[config.mk]
export PLATFORM = sky130hd
export DESIGN_NAME = mul_axil_rd
export DESIGN_NICKNAME = d
export VERILOG_FILES = /design/src/design/mul_pkg.sv /design/src/design/mul_axil_rd.sv
export SDC_FILE = /design/constraint.sdc
export NUM_CORES = 1
export LEC_CHECK = 0
export BUFFER_PORTS_ARGS = -buffer_cell sky130_fd_sc_hd__buf_2
export CAP_MARGIN = 20
export CORE_MARGIN = 2
export CORE_UTILIZATION = 35
export CTS_CLUSTER_DIAMETER = 50
export DETAILED_ROUTE_END_ITERATION = 6
export REMOVE_ABC_BUFFERS = 1
export SKIP_LAST_GASP = 1
export SYNTH_ARGS = -nofsm -noshare
export SYNTH_HDL_FRONTEND = slang
export SYNTH_SLANG_ARGS = --single-unit
[constraint.sdc]
create_clock -name clk_i -period 1.8 [get_ports clk_i]
set_input_delay 0.09 -clock clk_i [delete_from_list [all_inputs] [get_ports clk_i]]
set_output_delay 0.09 -clock clk_i [all_outputs]
set_load 0.1 [all_outputs]
[src/design/mul_pkg.sv]
`default_nettype none

package mul_pkg;

    // Datapath and bus widths
    localparam int XLEN   = 64;                 // Operand and result width
    localparam int AXI_DW = 32;                 // AXI4-Lite data width
    localparam int AXI_AW = 5;                  // Eight 32-bit registers

    // Register map, byte offsets
    localparam logic [AXI_AW-1:0] ADDR_SRC1_LO = 5'h00;
    localparam logic [AXI_AW-1:0] ADDR_SRC1_HI = 5'h04;
    localparam logic [AXI_AW-1:0] ADDR_SRC2_LO = 5'h08;
    localparam logic [AXI_AW-1:0] ADDR_SRC2_HI = 5'h0C;
    localparam logic [AXI_AW-1:0] ADDR_CTRL    = 5'h10;
    localparam logic [AXI_AW-1:0] ADDR_STATUS  = 5'h14;  // Read only
    localparam logic [AXI_AW-1:0] ADDR_RES_LO  = 5'h18;  // Read only
    localparam logic [AXI_AW-1:0] ADDR_RES_HI  = 5'h1C;  // Read only

    // Control word, all in byte 0
    localparam int CTRL_FUNC3_LSB = 0;          // func3 in bits 2..0
    localparam int CTRL_WORD_BIT  = 3;          // Selects MULW
    localparam int CTRL_START_BIT = 4;          // Self-clearing start

    // Status word
    localparam int STAT_DONE_BIT = 0;

    // M-extension func3 codes
    localparam logic [2:0] FUNC3_MUL    = 3'd0; // Low half, also MULW
    localparam logic [2:0] FUNC3_MULH   = 3'd1; // High half, signed x signed
    localparam logic [2:0] FUNC3_MULHSU = 3'd2; // High half, signed x unsigned
    localparam logic [2:0] FUNC3_MULHU  = 3'd3; // High half, unsigned x unsigned

    // AXI response codes
    localparam logic [1:0] RESP_OKAY   = 2'b00;
    localparam logic [1:0] RESP_SLVERR = 2'b10;

endpackage

`default_nettype wire

[src/design/mul_axil_rd.sv]
`timescale 1ns/1ns
`default_nettype none

module mul_axil_rd (
    input  wire                        clk_i,
    input  wire                        rstn_i,
    input  wire                        s_axil_arvalid_i,
    input  wire  [mul_pkg::AXI_AW-1:0] s_axil_araddr_i,
    input  wire                        s_axil_rready_i,
    input  wire                        request_i,      // New op, clears done
    input  wire                        done_tick_i,
    input  wire  [mul_pkg::XLEN-1:0]   result_i,
    output logic                       s_axil_arready_o,
    output logic                       s_axil_rvalid_o,
    output logic [mul_pkg::AXI_DW-1:0] s_axil_rdata_o,
    output logic [1:0]                 s_axil_rresp_o
);

    logic                        arready_q;
    logic                        rvalid_q;
    logic [mul_pkg::AXI_DW-1:0]  rdata_q;
    logic [1:0]                  rresp_q;
    logic                        rd_hs;
    logic                        done_q;      // Status done flag
    logic [mul_pkg::XLEN-1:0]    res_q;       // Captured product
    logic [mul_pkg::AXI_DW-1:0]  rd_word;
    logic [1:0]                  rd_resp;

    assign rd_hs = arready_q & s_axil_arvalid_i;

    // Read mux, operand and control offsets are write-only
    always_comb begin
        rd_word = '0;
        rd_resp = mul_pkg::RESP_OKAY;
        case (s_axil_araddr_i)
            mul_pkg::ADDR_STATUS: rd_word[mul_pkg::STAT_DONE_BIT] = done_q;
            mul_pkg::ADDR_RES_LO: rd_word = res_q[mul_pkg::AXI_DW-1:0];
            mul_pkg::ADDR_RES_HI: rd_word = res_q[mul_pkg::XLEN-1:mul_pkg::AXI_DW];
            default:              rd_resp = mul_pkg::RESP_SLVERR;
        endcase
    end

    always_ff @(posedge clk_i or negedge rstn_i) begin
        if (!rstn_i) begin
            done_q    <= 1'b0;
            res_q     <= '0;
            arready_q <= 1'b0;
            rvalid_q  <= 1'b0;
        end else begin
            if (done_tick_i) begin                 // Wins over a same-cycle MULW start
                res_q  <= result_i;
                done_q <= 1'b1;
            end else if (request_i) begin
                done_q <= 1'b0;
            end
            arready_q <= s_axil_arvalid_i & ~rvalid_q & ~arready_q;
            if (rd_hs)                rvalid_q <= 1'b1;
            else if (s_axil_rready_i) rvalid_q <= 1'b0;
        end
    end

    // R payload, loaded at the AR handshake only
    always_ff @(posedge clk_i) begin
        if (rd_hs) begin
            rdata_q <= rd_word;
            rresp_q <= rd_resp;
        end
    end

    assign s_axil_arready_o = arready_q;
    assign s_axil_rvalid_o  = rvalid_q;
    assign s_axil_rdata_o   = rdata_q;
    assign s_axil_rresp_o   = rresp_q;

    // Stalled R beat keeps its payload
    a_r_stable: assert property (@(posedge clk_i) disable iff (!rstn_i)
        (rvalid_q && !s_axil_rready_i) |=>
            (rvalid_q && $stable(rdata_q) && $stable(rresp_q)));

endmodule

`default_nettype wire

* Word-level counts from Yosys, hierarchy flattened
Index checks and enable logic that the tools add are counted.
Word-level totals: output and inout port bits 36, flip-flop bits (word level) 101
Cells by class: mux-type cells 7, eq/ne operators 3, reductions and logical operators 3, bitwise gates (word level) 5
Operators with widths (number):
- $pmux W31 S2 | 1
- $eq A5 B5 Y1 const B | 3
- $mux W1 | 4
- $reduce_bool A2 Y1 | 2
- $and A1 B1 Y1 | 3
- $pmux W1 S3 | 1
- $reduce_or A3 Y1 | 1
- $mux W2 | 1
- $not A1 Y1 | 2

* Longest topological paths before layout
word-level depth 3, gate-level depth with buffers 4

* Least setup slack after synthesis
No wires, ideal clock.
path kind register -> register, from reg arready_q (netlist: s_axil_arready_o), to reg rdata_q, in the netlist s_axil_rdata_o[0] (enable), setup time 0.394 ns, slack -0.470 ns, buffers on the path 0, cell stages (with the launch flop) 2, data required time 1.406 ns, arrival time 1.876 ns, clock period less this slack 2.270 ns, path through dfrtp_1 -> and2_1
On the way: word-level cells in the longest chain between the ends 1
RTL lines:
- start: declaration | line mul_axil_rd.sv:19 | logic arready_q;
- start signal: assignment | line mul_axil_rd.sv:56 | arready_q <= s_axil_arvalid_i & ~rvalid_q & ~arready_q;
- $and A1 B1 Y1 | line mul_axil_rd.sv:29 | assign rd_hs = arready_q & s_axil_arvalid_i;
- named net rd_hs | line mul_axil_rd.sv:23 | logic rd_hs;
- end signal: assignment | line mul_axil_rd.sv:65 | rdata_q <= rd_word;
- end: declaration | line mul_axil_rd.sv:21 | logic [mul_pkg::AXI_DW-1:0] rdata_q;
The timed path passes the listed nets, and every way through them passes these cells. A chain may end at the register's enable or synchronous reset.

* Final worst setup path
from reg arready_q (netlist: s_axil_arready_o), to out s_axil_arready_o
RTL lines:
- end: declaration | line mul_axil_rd.sv:13 | output logic s_axil_arready_o,
No word-level cell between the ends.

==> run metrics <==
layout cells sized above 1 45.1%; fin area 5870 sq um; Die X 114 microns; Avg WL per Cell 14.7 microns; Mapped Area 4230 sq um; Seq pwr share 48.3%; P&R area growth vs syn 38.8%; clock latency on the worst-skew pair between 0.3 and 0.4 ns; Logic pwr share between 10% and 20%; total power 5.45 mW; Max Cap Violations 0; cell depth of the worst setup path 1; routability cong. 0.698; CP endpoint kind primary output; hold crit path type input port to register; final setup vio count 0; synth top area cells dfrtp_1, edfxtp_1, mux2_4, mux2i_1, mux2_2; met1 usage 18.3%; WP data arrival between 1 and 1.5 ns; Post-DP Area 4950 sq um; crit path time final 1.23 ns; CP cell instances buf_2; via count 2597; clk sinks 100; crit-path max FO 3; switching pwr 1.40 mW; Die Y 114 microns; Max IR drop VDD 372 uV; all-layer global routing usage ~14%; CTS tree done; DR pass1 iterations 4; post-synthesis sequential area ratio 63.1%; Slew @ Worst Pin 0.747 ns; clock buffer depth 2; most frequent cells in the layout buf_2, dfrtp_1, dlygate4sd3_1, mux2_4, edfxtp_1; status complete, no violations; Clock Pin Slew Worst Setup and Hold Paths 0.06 ns; Setup CP Type register to primary output; multi-input logic area roughly 1400 sq um; Core Box Area between 10000 and 15000 sq um; DR iter-0 viols 106; htree depth 3; CP endpoint s_axil_arready_o; commonest non-fill, non-tap cell in the layout buf_2; Final Max Slew Viols 0; delay-heaviest family, CP buffers and inverters; Root Driver clkbuf_16; Fill cells 1025; Int Power 4.05 mW; Hold Fails Final Rpt 0; reg2reg end s_axil_rdata_o[6]; CP peak stage delay 0.44 ns; std cell rows 40; Pleak 2.75 nW; WL final 8580 microns; FF+latch area approximately 2700 sq um; met3 Use GR around 3.5%; IO Port Bufs between 100 and 150; PD cells 927 nW/um^2; post-DR vias/cell 4.46; CP Buf/Inv Count 1; reg-to-reg startpoint s_axil_arready_o; vias in the first global route 2843; Layout Nets 505; clk_skew about 0.0037 ns; leading area contributor after synthesis dfrtp_1; pin count of the biggest net entering global routing 66; clock network fraction of total power 34.0%; met2 Usage GRT 22.7%; initial antenna violation count 0; Syn Area/Cell 16.7 sq um; slowest stage cell, crit path buf_2; Ports between 100 and 150; FF-to-FF setup slack 0.69 ns; total global routing overflow 0; Mapped Cells around 250; synthesized flop and latch total 100; maximum clock rate 0.811 GHz; RSZ-0062 raised after global routing no; die area 13000 sq um; number of remaining DRC errors 0; initial core utilization a little over a third; period utilisation layout 68.5%; YS warnings 0; Netlist cell types 19; Worst Setup SP s_axil_arready_o; share of the synthesized area in the top cell type 39.6%; Worst setup SP type register; first-pass GRT wire length 14100 microns; Num CTS Buffers 9; placed wire-length estimate between 5000 and 6000 microns; Routed Antenna Nets 0; Rel. slew slack 50.2%; Diodes inserted 0; Sw Share 25.7%; Reg2Reg Depth 2; Crit path required time 1.71 ns; post-cts sizing count 0; busiest grt layer met2
-- power groups by stage --
stage	Sequential [mW]	Clock, mW	Combinational (mW)
3_3_place_gp	2.67	0	0.853
6_report	2.63	1.85	0.961
3_5_place_dp	2.68	0	0.864
5_1_grt	2.65	2.02	1.03
4_1_cts	2.63	1.91	0.973
2_1_floorplan	2.91	0	0.327
-- metal layers --
layer	vias to the layer above	share of wire (%)	wire [microns]
li1	1252	-	-
met1	1261	46	3920
met2	75	47	4060
met3	9	5.5	470
met4	0	1.5	130
met5	-	0	0
-- repair_timing --
| item | CTS | global route |
|---|---|---|
| hold endpoints to repair | 91 | 0 |
| hold buffers | 64 | 0 |
| setup buffers | 0 | 0 |
-- state kept, by name, summed over array words and instances (netlist names) --
signal / flops
s_axil_arready_o: 1
done_q: 1
res_q: 64
s_axil_rdata_o: 32
s_axil_rvalid_o: 1
s_axil_rresp_o: 1
-- cells in the mapped netlist --
cell type and n:
a211oi_2 1, a21o_1 2, a21oi_1 1, and2_1 1, buf_2 4, buf_4 2
buf_6 9, conb_1 1, dfrtp_1 67, edfxtp_1 33, inv_1 2, mux2_2 15
mux2_4 49, mux2i_1 32, nand4bb_1 1, nor2_1 31, nor3b_1 1, o21bai_1 1
or3b_1 1
-- logic make-up after synthesis --
logic type / synth area share (%)
flops: 63.1
mux: 29.0
simple gates: 3.55
buf+inv: 3.40
compound gates: 0.946
other cells: 0.0886
-- worst min-delay path by stage --
stage,start,to,slack [ns],cells after the start
6_report,result_i[11],res_q[11],0.01,2
5_1_grt,result_i[11],res_q[11],0.009,2
4_1_cts,result_i[11],res_q[11],0.004,2
3_5_place_dp,rstn_i,res_q[52],0.21,1
3_3_place_gp,rstn_i,res_q[52],0.19,1
2_1_floorplan,rstn_i,done_q,-0.21,0
-- stage by stage --
step | utilization (%) | hold WS [ns] | setup TNS, ns | worst slack, ns | cells
after floorplan | - | -0.206 | -15.79 | -0.470 | 239
after global placement | 41.5 | 0.189 | 0 | 0.413 | 502
after detailed placement | 41.5 | 0.210 | 0 | 0.321 | 502
after CTS | 49.3 | 0.00368 | 0 | 0.553 | 582
after global routing | 49.3 | 0.00947 | 0 | 0.510 | 582
final | 49.3 | 0.0132 | 0 | 0.567 | 582
-- layout make-up --
cell class                      count  share of cell area, %
Clock inverter                      6                  0.938
Sequential cell                   100                   45.4
Inverter                            2                  0.128
Multi-Input combinational cell    137                   24.3
Clock buffer                       10                   3.90
Timing Repair Buffer              180                   22.2
Tap cell                          147                   3.13
Note: power is estimated with default switching activity, not from simulation.
