==> src/design/mul_pkg.sv <==
`default_nettype none

package mul_pkg;

    // Datapath and bus widths
    localparam int XLEN   = 64;                 // Operand and result width
    localparam int AXI_DW = 32;                 // AXI4-Lite data width
    localparam int AXI_AW = 5;                  // Eight 32-bit registers

    // Register map, byte offsets
    localparam logic [AXI_AW-1:0] ADDR_SRC1_LO = 5'h00;
    localparam logic [AXI_AW-1:0] ADDR_SRC1_HI = 5'h04;
    localparam logic [AXI_AW-1:0] ADDR_SRC2_LO = 5'h08;
    localparam logic [AXI_AW-1:0] ADDR_SRC2_HI = 5'h0C;
    localparam logic [AXI_AW-1:0] ADDR_CTRL    = 5'h10;
    localparam logic [AXI_AW-1:0] ADDR_STATUS  = 5'h14;  // Read only
    localparam logic [AXI_AW-1:0] ADDR_RES_LO  = 5'h18;  // Read only
    localparam logic [AXI_AW-1:0] ADDR_RES_HI  = 5'h1C;  // Read only

    // Control word, all in byte 0
    localparam int CTRL_FUNC3_LSB = 0;          // func3 in bits 2..0
    localparam int CTRL_WORD_BIT  = 3;          // Selects MULW
    localparam int CTRL_START_BIT = 4;          // Self-clearing start

    // Status word
    localparam int STAT_DONE_BIT = 0;

    // M-extension func3 codes
    localparam logic [2:0] FUNC3_MUL    = 3'd0; // Low half, also MULW
    localparam logic [2:0] FUNC3_MULH   = 3'd1; // High half, signed x signed
    localparam logic [2:0] FUNC3_MULHSU = 3'd2; // High half, signed x unsigned
    localparam logic [2:0] FUNC3_MULHU  = 3'd3; // High half, unsigned x unsigned

    // AXI response codes
    localparam logic [1:0] RESP_OKAY   = 2'b00;
    localparam logic [1:0] RESP_SLVERR = 2'b10;

endpackage

`default_nettype wire

==> src/design/mul_axil_wr.sv <==
`timescale 1ns/1ns
`default_nettype none

module mul_axil_wr (
    input  wire                            clk_i,
    input  wire                            rstn_i,
    input  wire                            s_axil_awvalid_i,
    input  wire  [mul_pkg::AXI_AW-1:0]     s_axil_awaddr_i,
    input  wire                            s_axil_wvalid_i,
    input  wire  [mul_pkg::AXI_DW-1:0]     s_axil_wdata_i,
    input  wire  [mul_pkg::AXI_DW/8-1:0]   s_axil_wstrb_i,
    input  wire                            s_axil_bready_i,
    input  wire                            stall_i,          // Multiplier busy
    output logic                           s_axil_awready_o,
    output logic                           s_axil_wready_o,
    output logic                           s_axil_bvalid_o,
    output logic [1:0]                     s_axil_bresp_o,
    output logic [mul_pkg::XLEN-1:0]       src1_o,
    output logic [mul_pkg::XLEN-1:0]       src2_o,
    output logic [2:0]                     func3_o,
    output logic                           int_32_o,
    output logic                           request_o         // One-cycle start
);

    logic                         ready_q;     // Joint AW/W ready pulse
    logic                         bvalid_q;
    logic [1:0]                   bresp_q;
    logic                         wr_hs;       // AW and W taken together
    logic                         wr_ok;       // Offset is writable
    logic                         ctrl_hit;
    logic                         start_req;
    logic                         request_q;
    logic [mul_pkg::XLEN-1:0]     src1_q;
    logic [mul_pkg::XLEN-1:0]     src2_q;
    logic [2:0]                   func3_q;
    logic                         int_32_q;

    // Byte-lane merge of a write into a 32-bit half
    function automatic logic [mul_pkg::AXI_DW-1:0] strb_merge(
        input logic [mul_pkg::AXI_DW-1:0]   old_w,
        input logic [mul_pkg::AXI_DW-1:0]   new_w,
        input logic [mul_pkg::AXI_DW/8-1:0] strb
    );
        logic [mul_pkg::AXI_DW-1:0] res;
        res = old_w;
        for (int b = 0; b < mul_pkg::AXI_DW/8; b++) begin
            if (strb[b]) res[8*b +: 8] = new_w[8*b +: 8];
        end
        return res;
    endfunction

    assign wr_hs     = ready_q & s_axil_awvalid_i & s_axil_wvalid_i;
    assign ctrl_hit  = (s_axil_awaddr_i == mul_pkg::ADDR_CTRL);
    assign start_req = wr_hs & ctrl_hit & s_axil_wstrb_i[0]
                     & s_axil_wdata_i[mul_pkg::CTRL_START_BIT];

    always_comb begin
        case (s_axil_awaddr_i)
            mul_pkg::ADDR_SRC1_LO, mul_pkg::ADDR_SRC1_HI,
            mul_pkg::ADDR_SRC2_LO, mul_pkg::ADDR_SRC2_HI,
            mul_pkg::ADDR_CTRL: wr_ok = 1'b1;
            default:            wr_ok = 1'b0;  // Status, result, misaligned
        endcase
    end

    // Handshake, B response and start pulse
    always_ff @(posedge clk_i or negedge rstn_i) begin
        if (!rstn_i) begin
            ready_q   <= 1'b0;
            bvalid_q  <= 1'b0;
            bresp_q   <= mul_pkg::RESP_OKAY;
            request_q <= 1'b0;
            func3_q   <= mul_pkg::FUNC3_MUL;
            int_32_q  <= 1'b0;
        end else begin
            ready_q <= s_axil_awvalid_i & s_axil_wvalid_i & ~bvalid_q & ~ready_q;
            if (wr_hs) begin
                bvalid_q <= 1'b1;
                bresp_q  <= wr_ok ? mul_pkg::RESP_OKAY : mul_pkg::RESP_SLVERR;
            end else if (s_axil_bready_i) begin
                bvalid_q <= 1'b0;                  // Response taken
            end
            request_q <= start_req & ~stall_i;     // Start dropped while busy
            if (wr_hs && ctrl_hit && s_axil_wstrb_i[0]) begin
                func3_q  <= s_axil_wdata_i[mul_pkg::CTRL_FUNC3_LSB +: 3];
                int_32_q <= s_axil_wdata_i[mul_pkg::CTRL_WORD_BIT];
            end
        end
    end

    // Operand halves, byte strobed
    always_ff @(posedge clk_i) begin
        if (wr_hs) begin
            case (s_axil_awaddr_i)
                mul_pkg::ADDR_SRC1_LO: src1_q[mul_pkg::AXI_DW-1:0] <=
                    strb_merge(src1_q[mul_pkg::AXI_DW-1:0], s_axil_wdata_i, s_axil_wstrb_i);
                mul_pkg::ADDR_SRC1_HI: src1_q[mul_pkg::XLEN-1:mul_pkg::AXI_DW] <=
                    strb_merge(src1_q[mul_pkg::XLEN-1:mul_pkg::AXI_DW], s_axil_wdata_i,
                               s_axil_wstrb_i);
                mul_pkg::ADDR_SRC2_LO: src2_q[mul_pkg::AXI_DW-1:0] <=
                    strb_merge(src2_q[mul_pkg::AXI_DW-1:0], s_axil_wdata_i, s_axil_wstrb_i);
                mul_pkg::ADDR_SRC2_HI: src2_q[mul_pkg::XLEN-1:mul_pkg::AXI_DW] <=
                    strb_merge(src2_q[mul_pkg::XLEN-1:mul_pkg::AXI_DW], s_axil_wdata_i,
                               s_axil_wstrb_i);
                default: ;                         // Control handled above
            endcase
        end
    end

    assign s_axil_awready_o = ready_q;
    assign s_axil_wready_o  = ready_q;
    assign s_axil_bvalid_o  = bvalid_q;
    assign s_axil_bresp_o   = bresp_q;
    assign src1_o           = src1_q;
    assign src2_o           = src2_q;
    assign func3_o          = func3_q;
    assign int_32_o         = int_32_q;
    assign request_o        = request_q;

    // No new start in the second cycle of a 64-bit op
    a_no_start_in_flight: assert property (@(posedge clk_i) disable iff (!rstn_i)
        (request_o && !int_32_o) |=> !request_o);

endmodule

`default_nettype wire

==> config.mk <==
export PLATFORM = sky130hd
export DESIGN_NAME = mul_axil_wr
export DESIGN_NICKNAME = d
export VERILOG_FILES = /design/src/design/mul_pkg.sv /design/src/design/mul_axil_wr.sv
export SDC_FILE = /design/constraint.sdc
export NUM_CORES = 1
export LEC_CHECK = 0
export BUFFER_PORTS_ARGS = -buffer_cell sky130_fd_sc_hd__clkbuf_2
export CORE_MARGIN = 5
export CORE_UTILIZATION = 42
export CTS_CLUSTER_DIAMETER = 50
export DETAILED_ROUTE_END_ITERATION = 10
export PLACE_DENSITY = 0.73
export SLEW_MARGIN = 15
export SYNTH_ARGS = -nofsm -noshare
export SYNTH_HDL_FRONTEND = slang
export SYNTH_SLANG_ARGS = --single-unit
==> constraint.sdc <==
create_clock -name clk_i -period 1.6 [get_ports clk_i]
set_clock_uncertainty 0.05 [all_clocks]
set_input_delay 0.16 -clock clk_i [delete_from_list [all_inputs] [get_ports clk_i]]
set_output_delay 0.16 -clock clk_i [all_outputs]
set_load 0.01 [all_outputs]
Word level (Yosys, flattened, before mapping)
Index checks and enable logic that the tools add are counted.

operators by class
  equal/unequal tests = 4
  reduce and logical (&&, ||, !) cells = 21
  multiplexer cells = 4
  bitwise gates (word level) = 12

operator list
  cell                                                              number
  3-bit AND reduction                                               16
  5-bit by 4-bit == test with 1-bit output (second input constant)  2
  1-bit AND                                                         9
  5-bit by 3-bit == test with 1-bit output (second input constant)  1
  5-bit == test (second input constant)                             1
  5-bit zero test                                                   1
  5-bit OR reduction                                                1
  1-bit two-way mux                                                 3
  1-bit NOT                                                         3
  1-bit logical AND                                                 2
  2-bit two-way mux                                                 1
  2-bit nonzero test                                                1

word-level totals
  bits of input ports = 47
  logic and storage cells = 63
  register bits after elaboration = 137
  output and inout bits = 138

Depth between registers and ports, before layout
Gate-level depths: netlist of run 1.

  depth in word-level cells = 6
  depth in mapped cells = 4

Worst setup path before layout of run 1
Ideal clock, no wire load.

  kind = reg-to-reg
  start = register ready_q (netlist: s_axil_awready_o)
  end = register src1_q (netlist bit src1_o[0]) (enable)
  cell stages (with the launch flop) = 5
  data arrival time = 1,195 ps
  path slack = -15 ps
  path buffers = 1
  library setup time = 370 ps
  cell sequence = dfrtp_1 -> and3_1 -> buf_6 -> nand2_1 -> nor2_1

on the way
  word-level cells in the longest chain between the ends = 3

RTL lines
  what                            line               source
  start: declaration              mul_axil_wr.sv:25  logic ready_q;
  start signal: assignment        mul_axil_wr.sv:76  ready_q <= s_axil_awvalid_i & s_axil_wvalid_i & ~bvalid_q & ~ready_q;
  1-bit AND (2 in a row)          mul_axil_wr.sv:52  assign wr_hs = ready_q & s_axil_awvalid_i & s_axil_wvalid_i;
  3-bit AND reduction (no line)   -
  end signal: indexed assignment  mul_axil_wr.sv:95  mul_pkg::ADDR_SRC1_LO: src1_q[mul_pkg::AXI_DW-1:0] <=
  end signal: indexed assignment  mul_axil_wr.sv:97  mul_pkg::ADDR_SRC1_HI: src1_q[mul_pkg::XLEN-1:mul_pkg::AXI_DW] <=
  end: declaration                mul_axil_wr.sv:33  logic [mul_pkg::XLEN-1:0] src1_q;

Every way passes these cells.
A chain may end at the register's enable or synchronous reset.

Final worst setup path of run 1
  start = input s_axil_awaddr_i[0] (netlist bit)
  end = register src1_q (netlist bit src1_o[33]) (enable)

on the way
  word-level cells in the longest chain between the ends = 2

RTL lines
  what                                      line               source
  start: declaration                        mul_axil_wr.sv:8   input wire [mul_pkg::AXI_AW-1:0] s_axil_awaddr_i,
  5-bit by 3-bit == test with 1-bit output  mul_axil_wr.sv:94  case (s_axil_awaddr_i)
  3-bit AND reduction (no line)             -

Every way passes these cells.

==> run_summary.xml, run 1 <==
<?xml version="1.0" encoding="UTF-8"?>
<metrics>
  <group name="sta">
    <metric name="timing.final.hold_violations" unit="">0</metric>
    <metric name="min_period" unit="ps">1500</metric>
    <metric name="slew_viol_final" unit="">0</metric>
    <metric name="fmaxAchievable" unit="MHz">665</metric>
    <metric name="share_of_the_clock_period_used_by_the_worst_path_after_layout" unit="%">94.0</metric>
    <metric name="finalWorstSetupSlack" unit="ps">95.7</metric>
    <metric name="rsz_0062_raised_after_global_routing" unit="">no</metric>
    <metric name="finalSetupViolations" unit="">0</metric>
  </group>
  <group name="detailed_routing">
    <metric name="detail_route.first_pass.iterations" unit="">4</metric>
    <metric name="drtIter0Drc" unit="">138</metric>
    <metric name="final_antenna_net_count" unit="">0</metric>
    <metric name="detailroute.via_count" unit="">2658</metric>
    <metric name="route.detailed.wl_per_inst" unit="µm">17.0</metric>
    <metric name="route.detailed.drc" unit="">0</metric>
    <metric name="postRouteWirelength" unit="µm">10100</metric>
    <metric name="post_drt_via_cell_ratio" unit="">4.45</metric>
  </group>
  <group name="global_routing">
    <metric name="grt.met3_usage" unit="%">6.79</metric>
    <metric name="first_global_vias" unit="">2851</metric>
    <metric name="grtUsageTotal" unit="%">16.7</metric>
    <metric name="groute.layer.met1.usage" unit="%">18.5</metric>
    <metric name="grt_start_max_net_pins" unit="">17</metric>
    <metric name="grt_most_used_layer" unit="">met2</metric>
    <metric name="grt.overflow.total" unit="">0</metric>
    <metric name="groute.layer.met2.usage" unit="%">28.4</metric>
    <metric name="wire_length_of_the_first_global_routing_pass" unit="µm">15500</metric>
    <metric name="antenna_found_initial" unit="">0</metric>
  </group>
  <group name="worst_setup_path">
    <metric name="timing.critical_path.max_delay_family" unit="">buffers and inverters</metric>
    <metric name="critical-path-slowest-cell" unit="">sky130_fd_sc_hd__dlygate4sd3_1</metric>
    <metric name="worstPathMaxFanout" unit="">8</metric>
    <metric name="critPathCaptureType" unit="">flip-flop</metric>
    <metric name="worst-endpoint-arrival" unit="ps">1660</metric>
    <metric name="worst-endpoint-required" unit="ps">1760</metric>
    <metric name="worst-setup-path-type" unit="">primary input to flip-flop</metric>
    <metric name="worstPathBufferInverterCount" unit="">4</metric>
    <metric name="timing.critical_path.cells" unit="">dlygate4sd3_1 &gt; clkbuf_2 &gt; nor3_2 &gt; buf_4 &gt; nand3b_1 &gt; nor2_1 &gt; buf_6</metric>
    <metric name="max_stage_delay" unit="ps">540</metric>
    <metric name="timing.critical_path.from_type" unit="">primary input</metric>
  </group>
  <group name="placed_design">
    <metric name="numPortBuffers" unit="">183</metric>
    <metric name="gpl.final_weighted_congestion" unit="">0.765</metric>
    <metric name="dp.cells" unit="">522</metric>
    <metric name="place.detailed.hpwl" unit="µm">6970</metric>
    <metric name="dpl_cell_area" unit="µm²">5580</metric>
    <metric name="pre_cts_slack" unit="ps">8.74</metric>
  </group>
  <group name="outcome">
    <metric name="run_status" unit="">complete, no violations</metric>
  </group>
  <group name="worst_hold_path">
    <metric name="timing.hold.worst.class" unit="">primary input to flip-flop</metric>
  </group>
  <group name="clocking">
    <metric name="cts.sinks" unit="">136</metric>
    <metric name="cts-htree-levels" unit="">4</metric>
    <metric name="cts.path.max_buffers" unit="">2</metric>
    <metric name="worst_setup_hold_path_clk_slew" unit="ps">60</metric>
    <metric name="clkLatencyLatePin" unit="ps">500</metric>
    <metric name="cts_buffers" unit="">17</metric>
    <metric name="cts.repair_timing.setup_buffer_count" unit="">0</metric>
    <metric name="cts_root_buffer" unit="">sky130_fd_sc_hd__clkbuf_8</metric>
    <metric name="tritoncts_clock_tree" unit="">yes</metric>
  </group>
  <group name="die">
    <metric name="die_ar" unit="µm²">12500</metric>
    <metric name="floorplan_core_area" unit="µm²">10200</metric>
    <metric name="boundaryPins" unit="">185</metric>
    <metric name="initial_cell_density_of_the_core" unit="%">42.5</metric>
    <metric name="die_x" unit="µm">112</metric>
    <metric name="placementRows" unit="">37</metric>
    <metric name="die_height" unit="µm">112</metric>
  </group>
  <group name="logic_synthesis">
    <metric name="post_synth_inst_count" unit="">183</metric>
    <metric name="synth.mux.area_fraction" unit="%">1.38</metric>
    <metric name="post_synth_and_or_nand_nor_area_fraction" unit="%">4.35</metric>
    <metric name="synth_area_in_compound_gates" unit="%">0.461</metric>
    <metric name="synth_seq_area_share" unit="%">93.0</metric>
    <metric name="synth_area_per_cell" unit="µm²">23.8</metric>
    <metric name="synth-xor-area-share" unit="%">0</metric>
    <metric name="synth-warning-count" unit="">0</metric>
    <metric name="syn-num-nets" unit="">230</metric>
    <metric name="synth_adder_area_share" unit="%">0</metric>
    <metric name="syn-cell-area" unit="µm²">4350</metric>
    <metric name="synth_cell_types" unit="">21</metric>
    <metric name="ys_seq_elements" unit="">136</metric>
    <metric name="combinational_family_with_the_most_area_after_synthesis" unit="">simple AND/OR/NAND/NOR gates</metric>
  </group>
  <group name="power">
    <metric name="ir_worst_vdd" unit="V">0.000589</metric>
    <metric name="power.static_leakage" unit="nW">2.69</metric>
    <metric name="total_power" unit="W">0.00787</metric>
    <metric name="power.density" unit="nW/µm²">1190</metric>
  </group>
  <group name="finish">
    <metric name="nNetsFinal" unit="">495</metric>
    <metric name="antennaDiodeCount" unit="">0</metric>
    <metric name="layout_commonest_cell" unit="">sky130_fd_sc_hd__clkbuf_2</metric>
    <metric name="mostFrequentLayoutCells" unit="">sky130_fd_sc_hd__clkbuf_2, sky130_fd_sc_hd__edfxtp_1, sky130_fd_sc_hd__dlygate4sd3_1, sky130_fd_sc_hd__buf_4</metric>
    <metric name="final_area" unit="µm²">6610</metric>
    <metric name="stdcell_count" unit="">597</metric>
    <metric name="layout-drive-gt1-share" unit="%">53.4</metric>
    <metric name="areaGrowthSynthToFinish" unit="%">52.1</metric>
  </group>
  <group name="run">
    <metric name="drv.max_cap_violation_count" unit="">0</metric>
  </group>
</metrics>
[metrics by stage]
step	hold WS [ps]	util, %	TNS [ps]
after floorplan	-186	-	-1140
after global placement	-28.5	54.5	-513
after detailed placement	-23.9	54.5	0
after CTS	78.7	64.4	0
after global routing	125	64.6	0
final	116	64.6	0
[worst register-to-register path, cell delays in order (launching register included)]
cell,delay [ps]
sky130_fd_sc_hd__dfrtp_1,330
sky130_fd_sc_hd__and3_2,280
sky130_fd_sc_hd__nand2_1,140
sky130_fd_sc_hd__nor2_1,130
sky130_fd_sc_hd__buf_4,200
[registers in the layout, summed over array words and instances, names as in the netlist]
register	cells
src1_o	64
src2_o	64
func3_o	3
int_32_o	1
request_o	1
s_axil_awready_o	1
s_axil_bresp_o	1
s_axil_bvalid_o	1
[final cells by class]
| cell class | count | area (µm²) |
|---|---|---|
| Inverter | 1 | 3.75 |
| Tap cell | 136 | 170 |
| Clock buffer | 19 | 422 |
| Timing Repair Buffer | 249 | 1530 |
| Clock inverter | 13 | 155 |
| Fill cell | 712 | 3620 |
| Sequential cell | 136 | 4040 |
| Multi-Input combinational cell | 43 | 289 |
[path summary, 6_finish.rpt]
kind / to / cells past startpoint / from / slack [ps]
max in group asynchronous: s_axil_bvalid_o / 3 / rstn_i / 620
hold reg to reg: s_axil_awready_o / 1 / s_axil_bvalid_o / 410
setup / recovery: src1_o[33] / 7 / s_axil_awaddr_i[0] / 100
setup reg to reg: src1_o[4] / 4 / s_axil_awready_o / 160
min in group asynchronous: s_axil_bresp_o[1] / 3 / rstn_i / 590
hold / removal: request_o / 5 / s_axil_awaddr_i[2] / 120
[power by group]
part	internal (W)	switching, W
clock network	0.00236	0.00135
logic	0.000141	0.000113
registers	0.00390	0.00000746
[synthesized netlist by cell type, drive strengths merged]
cell    instances  area share, %
conb            1          0.086
nor3b           1           0.43
mux2            4            1.4
edfxtp        128             88
dfrtp           8            4.6
nand2           6           0.52
nor2           19            1.7
nand3b          2           0.35
o21ai           1           0.12
a21o            1           0.20
nor3            2           0.23
nand4           2           0.63
buf             3           0.60
inv             1          0.086
nor4bb          1           0.23
and3            1           0.14
nand3           1           0.12
a31oi           1           0.14
[metal layers]
layer	vias up	wire, µm
li1	1239	-
met1	1279	3870
met2	123	5340
met3	17	711
met4	0	210
met5	-	0
[what timing repair did]
item,4_1_cts,5_1_grt
setup endpoints to repair,0,126
resized for setup,0,7
hold buffers,43,0
hold endpoints to repair,144,0
[logic make-up (layout without fill, tap and decap cells)]
family          count (synthesis)  in the layout
compound gates                  3              3
buf+inv                         4            282
flops                         136            136
mux                             4              4
other cells                     1              1
simple gates                   35             35
Power figures use the tool's default switching activity.
==> run 2: changes to the inputs <==
Settings changed: ABC_CLOCK_PERIOD_IN_PS from default to 1350.
Clock period 1.6 ns to 1.35 ns, I/O delays scaled along.
==> run 2 against run 1 <==
Effect of this change:
- the run now ends with negative setup slack left
- via count rose by 0.68%
- sequential share of layout area shrank 3.8 points
- first-iteration DRC count decreased by 24%
- largest cell class unchanged
- combinational power increased by 32%
- cell count did not move
- critical path depth decreased by 3
- clock power up 32%
- sequential power increased by 19%
- hold slack got worse by 95 ps
==> run_summary.xml, run 2 (synthesis gave the netlist of run 1 again) <==
<?xml version="1.0" encoding="UTF-8"?>
<metrics>
  <group name="outcome">
    <metric name="run_status" unit="">finished, violations left</metric>
    <metric name="failed_checks" unit="">negative setup slack</metric>
  </group>
  <group name="clocking">
    <metric name="cts-htree-levels" unit="">4</metric>
    <metric name="cts.sinks" unit="">136</metric>
    <metric name="clkLatencyLatePin" unit="ps">520</metric>
    <metric name="cts_root_buffer" unit="">sky130_fd_sc_hd__clkbuf_8</metric>
    <metric name="tritoncts_clock_tree" unit="">yes</metric>
    <metric name="cts.path.max_buffers" unit="">2</metric>
    <metric name="worst_setup_hold_path_clk_slew" unit="ps">60</metric>
    <metric name="cts_buffers" unit="">17</metric>
  </group>
  <group name="global_routing">
    <metric name="antenna_found_initial" unit="">0</metric>
    <metric name="first_global_vias" unit="">2894</metric>
    <metric name="wire_length_of_the_first_global_routing_pass" unit="µm">16000</metric>
    <metric name="grt_start_max_net_pins" unit="">17</metric>
    <metric name="grtUsageTotal" unit="%">17.1</metric>
    <metric name="grt.overflow.total" unit="">0</metric>
  </group>
  <group name="worst_setup_path">
    <metric name="worst-endpoint-required" unit="ps">1490</metric>
    <metric name="r2r_setup_slack" unit="ps">-40</metric>
    <metric name="reg2reg_from" unit="">s_axil_awready_o</metric>
    <metric name="worst-endpoint-arrival" unit="ps">1530</metric>
    <metric name="worstPathMaxFanout" unit="">8</metric>
    <metric name="worst-setup-path-type" unit="">flip-flop to flip-flop</metric>
    <metric name="rr_worst_depth" unit="">4</metric>
    <metric name="critPathCaptureType" unit="">flip-flop</metric>
    <metric name="timing.critical_path.from_type" unit="">flip-flop</metric>
    <metric name="timing.rr.end" unit="">src2_o[53]</metric>
  </group>
  <group name="sta">
    <metric name="share_of_the_clock_period_used_by_the_worst_path_after_layout" unit="%">103</metric>
    <metric name="totalNegativeSetupSlack" unit="ps">-1810</metric>
    <metric name="finalSetupViolations" unit="">96</metric>
    <metric name="fmaxAchievable" unit="MHz">717</metric>
    <metric name="finalWorstSetupSlack" unit="ps">-44.6</metric>
    <metric name="min_period" unit="ps">1390</metric>
    <metric name="hold_ws" unit="ps">20.9</metric>
    <metric name="rsz_0062_raised_after_global_routing" unit="">yes</metric>
    <metric name="timing.final.hold_violations" unit="">0</metric>
    <metric name="slew_viol_final" unit="">0</metric>
  </group>
  <group name="run">
    <metric name="drv.max_cap_violation_count" unit="">0</metric>
  </group>
  <group name="detailed_routing">
    <metric name="post_drt_via_cell_ratio" unit="">4.48</metric>
    <metric name="drtIter0Drc" unit="">105</metric>
    <metric name="route.detailed.wl_per_inst" unit="µm">17.1</metric>
    <metric name="final_antenna_net_count" unit="">0</metric>
    <metric name="detailroute.via_count" unit="">2676</metric>
    <metric name="postRouteWirelength" unit="µm">10200</metric>
    <metric name="detail_route.first_pass.iterations" unit="">4</metric>
    <metric name="route.detailed.drc" unit="">0</metric>
  </group>
  <group name="worst_hold_path">
    <metric name="timing.hold.worst.class" unit="">primary input to flip-flop</metric>
    <metric name="timing.hold.worst.start" unit="">s_axil_awaddr_i[4]</metric>
    <metric name="hold-path-endpoint" unit="">request_o</metric>
    <metric name="min_path_cells" unit="">3</metric>
  </group>
  <group name="placed_design">
    <metric name="place.detailed.hpwl" unit="µm">6920</metric>
    <metric name="dpl_cell_area" unit="µm²">5840</metric>
    <metric name="gpl.final_weighted_congestion" unit="">0.775</metric>
    <metric name="numPortBuffers" unit="">183</metric>
  </group>
  <group name="power">
    <metric name="power.static_leakage" unit="nW">2.81</metric>
    <metric name="ir_worst_vdd" unit="V">0.000897</metric>
    <metric name="power.density" unit="nW/µm²">1400</metric>
  </group>
  <group name="finish">
    <metric name="regArea" unit="µm²">4040</metric>
    <metric name="areaGrowthSynthToFinish" unit="%">62.1</metric>
    <metric name="layout-drive-gt1-share" unit="%">58.4</metric>
    <metric name="nNetsFinal" unit="">495</metric>
    <metric name="mostFrequentLayoutCells" unit="">sky130_fd_sc_hd__clkbuf_2, sky130_fd_sc_hd__edfxtp_1, sky130_fd_sc_hd__dlygate4sd3_1, sky130_fd_sc_hd__clkbuf_16, sky130_fd_sc_hd__nor2_4</metric>
    <metric name="fillerInstances" unit="">665</metric>
    <metric name="final_area" unit="µm²">7050</metric>
    <metric name="multi_input_area" unit="µm²">462</metric>
    <metric name="antennaDiodeCount" unit="">0</metric>
    <metric name="layout_commonest_cell" unit="">sky130_fd_sc_hd__clkbuf_2</metric>
  </group>
  <group name="die">
    <metric name="die_ar" unit="µm²">12500</metric>
    <metric name="die_height" unit="µm">112</metric>
    <metric name="floorplan_core_area" unit="µm²">10200</metric>
    <metric name="boundaryPins" unit="">185</metric>
    <metric name="initial_cell_density_of_the_core" unit="%">42.5</metric>
    <metric name="die_x" unit="µm">112</metric>
    <metric name="placementRows" unit="">37</metric>
  </group>
</metrics>
[run 2: changes by cell type in the layout (fill, tap and decap cells not counted), moves of 3 or more]
cell / previous run / this run
sky130_fd_sc_hd__clkbuf_16: 16 / 24
sky130_fd_sc_hd__nor2_1: 16 / 2
sky130_fd_sc_hd__nor2_4: 0 / 16
sky130_fd_sc_hd__buf_12: 0 / 13
sky130_fd_sc_hd__clkinvlp_4: 3 / 0
sky130_fd_sc_hd__nand2_1: 6 / 2
sky130_fd_sc_hd__clkinv_1: 3 / 0
sky130_fd_sc_hd__buf_4: 21 / 10
sky130_fd_sc_hd__bufinv_16: 3 / 0
[run 2: what timing repair did]
action	4_1_cts	5_1_grt
endpoints found under the hold margin	144	0
pin swaps	7	8
buffers inserted	5	0
endpoints found under the setup margin	133	136
hold buffers	42	0
gates resized for setup	3	3
[run 2: worst max path at each step]
stage / slack (ps) / depth (start not counted) / start / to
floorplan: -60 / 4 / s_axil_awready_o / src2_o[0]
global placement: -140 / 4 / s_axil_awaddr_i[4] / src2_o[42]
detailed placement: -170 / 4 / s_axil_awaddr_i[4] / src2_o[45]
CTS: -60 / 4 / s_axil_awready_o / src2_o[53]
global route: -90 / 4 / s_axil_awready_o / src2_o[53]
finish: -40 / 4 / s_axil_awready_o / src2_o[53]
[run 2: where the power goes]
group	total (W)	switching (W)	leakage, nW	internal (W)
clock network	0.00490	0.00164	0.332	0.00326
registers	0.00464	0.00000853	1.26	0.00463
logic	0.000333	0.000155	1.22	0.000178
total	0.00987	0.00181	2.81	0.00806
[run 2: per-layer routing]
metal  up-vias  global-route usage [%]  part of all wire [%]  routed length [µm]
li1       1245                       -                     -                   -
met1      1290                    19.4                    39                3950
met2       126                    29.1                    52                5270
met3        15                    6.90                   8.2                 838
met4         0                    6.73                   1.6                 160
met5         -                       0                     0                   0
[run 2: layout make-up]
type                            count  share of cell area [%]
Sequential cell                   136                    57.4
Timing Repair Buffer              249                    24.0
Clock buffer                       29                    9.22
Multi-Input combinational cell     43                    6.55
Tap cell                          136                    2.42
Clock inverter                      3                   0.373
Inverter                            1                  0.0533
[run 2: stage by stage]
| step | utilization (%) | power, W | std cells | worst slack, ps |
|---|---|---|---|---|
| floorplan | - | 0.00479 | 183 | -55.4 |
| global placement | 57.1 | 0.00494 | 519 | -143 |
| detailed placement | 57.1 | 0.00495 | 519 | -174 |
| CTS | 68.9 | 0.00995 | 598 | -61.2 |
| global route | 68.9 | 0.0102 | 597 | -91.7 |
| finish | 68.9 | 0.00987 | 597 | -44.6 |
[run 2: worst max-delay path, stage by stage, from the launching register on]
cell                      delay, ps
sky130_fd_sc_hd__dfrtp_1        340
sky130_fd_sc_hd__and3_4         190
sky130_fd_sc_hd__buf_12         150
sky130_fd_sc_hd__nand2_4        100
sky130_fd_sc_hd__nor2_4         230
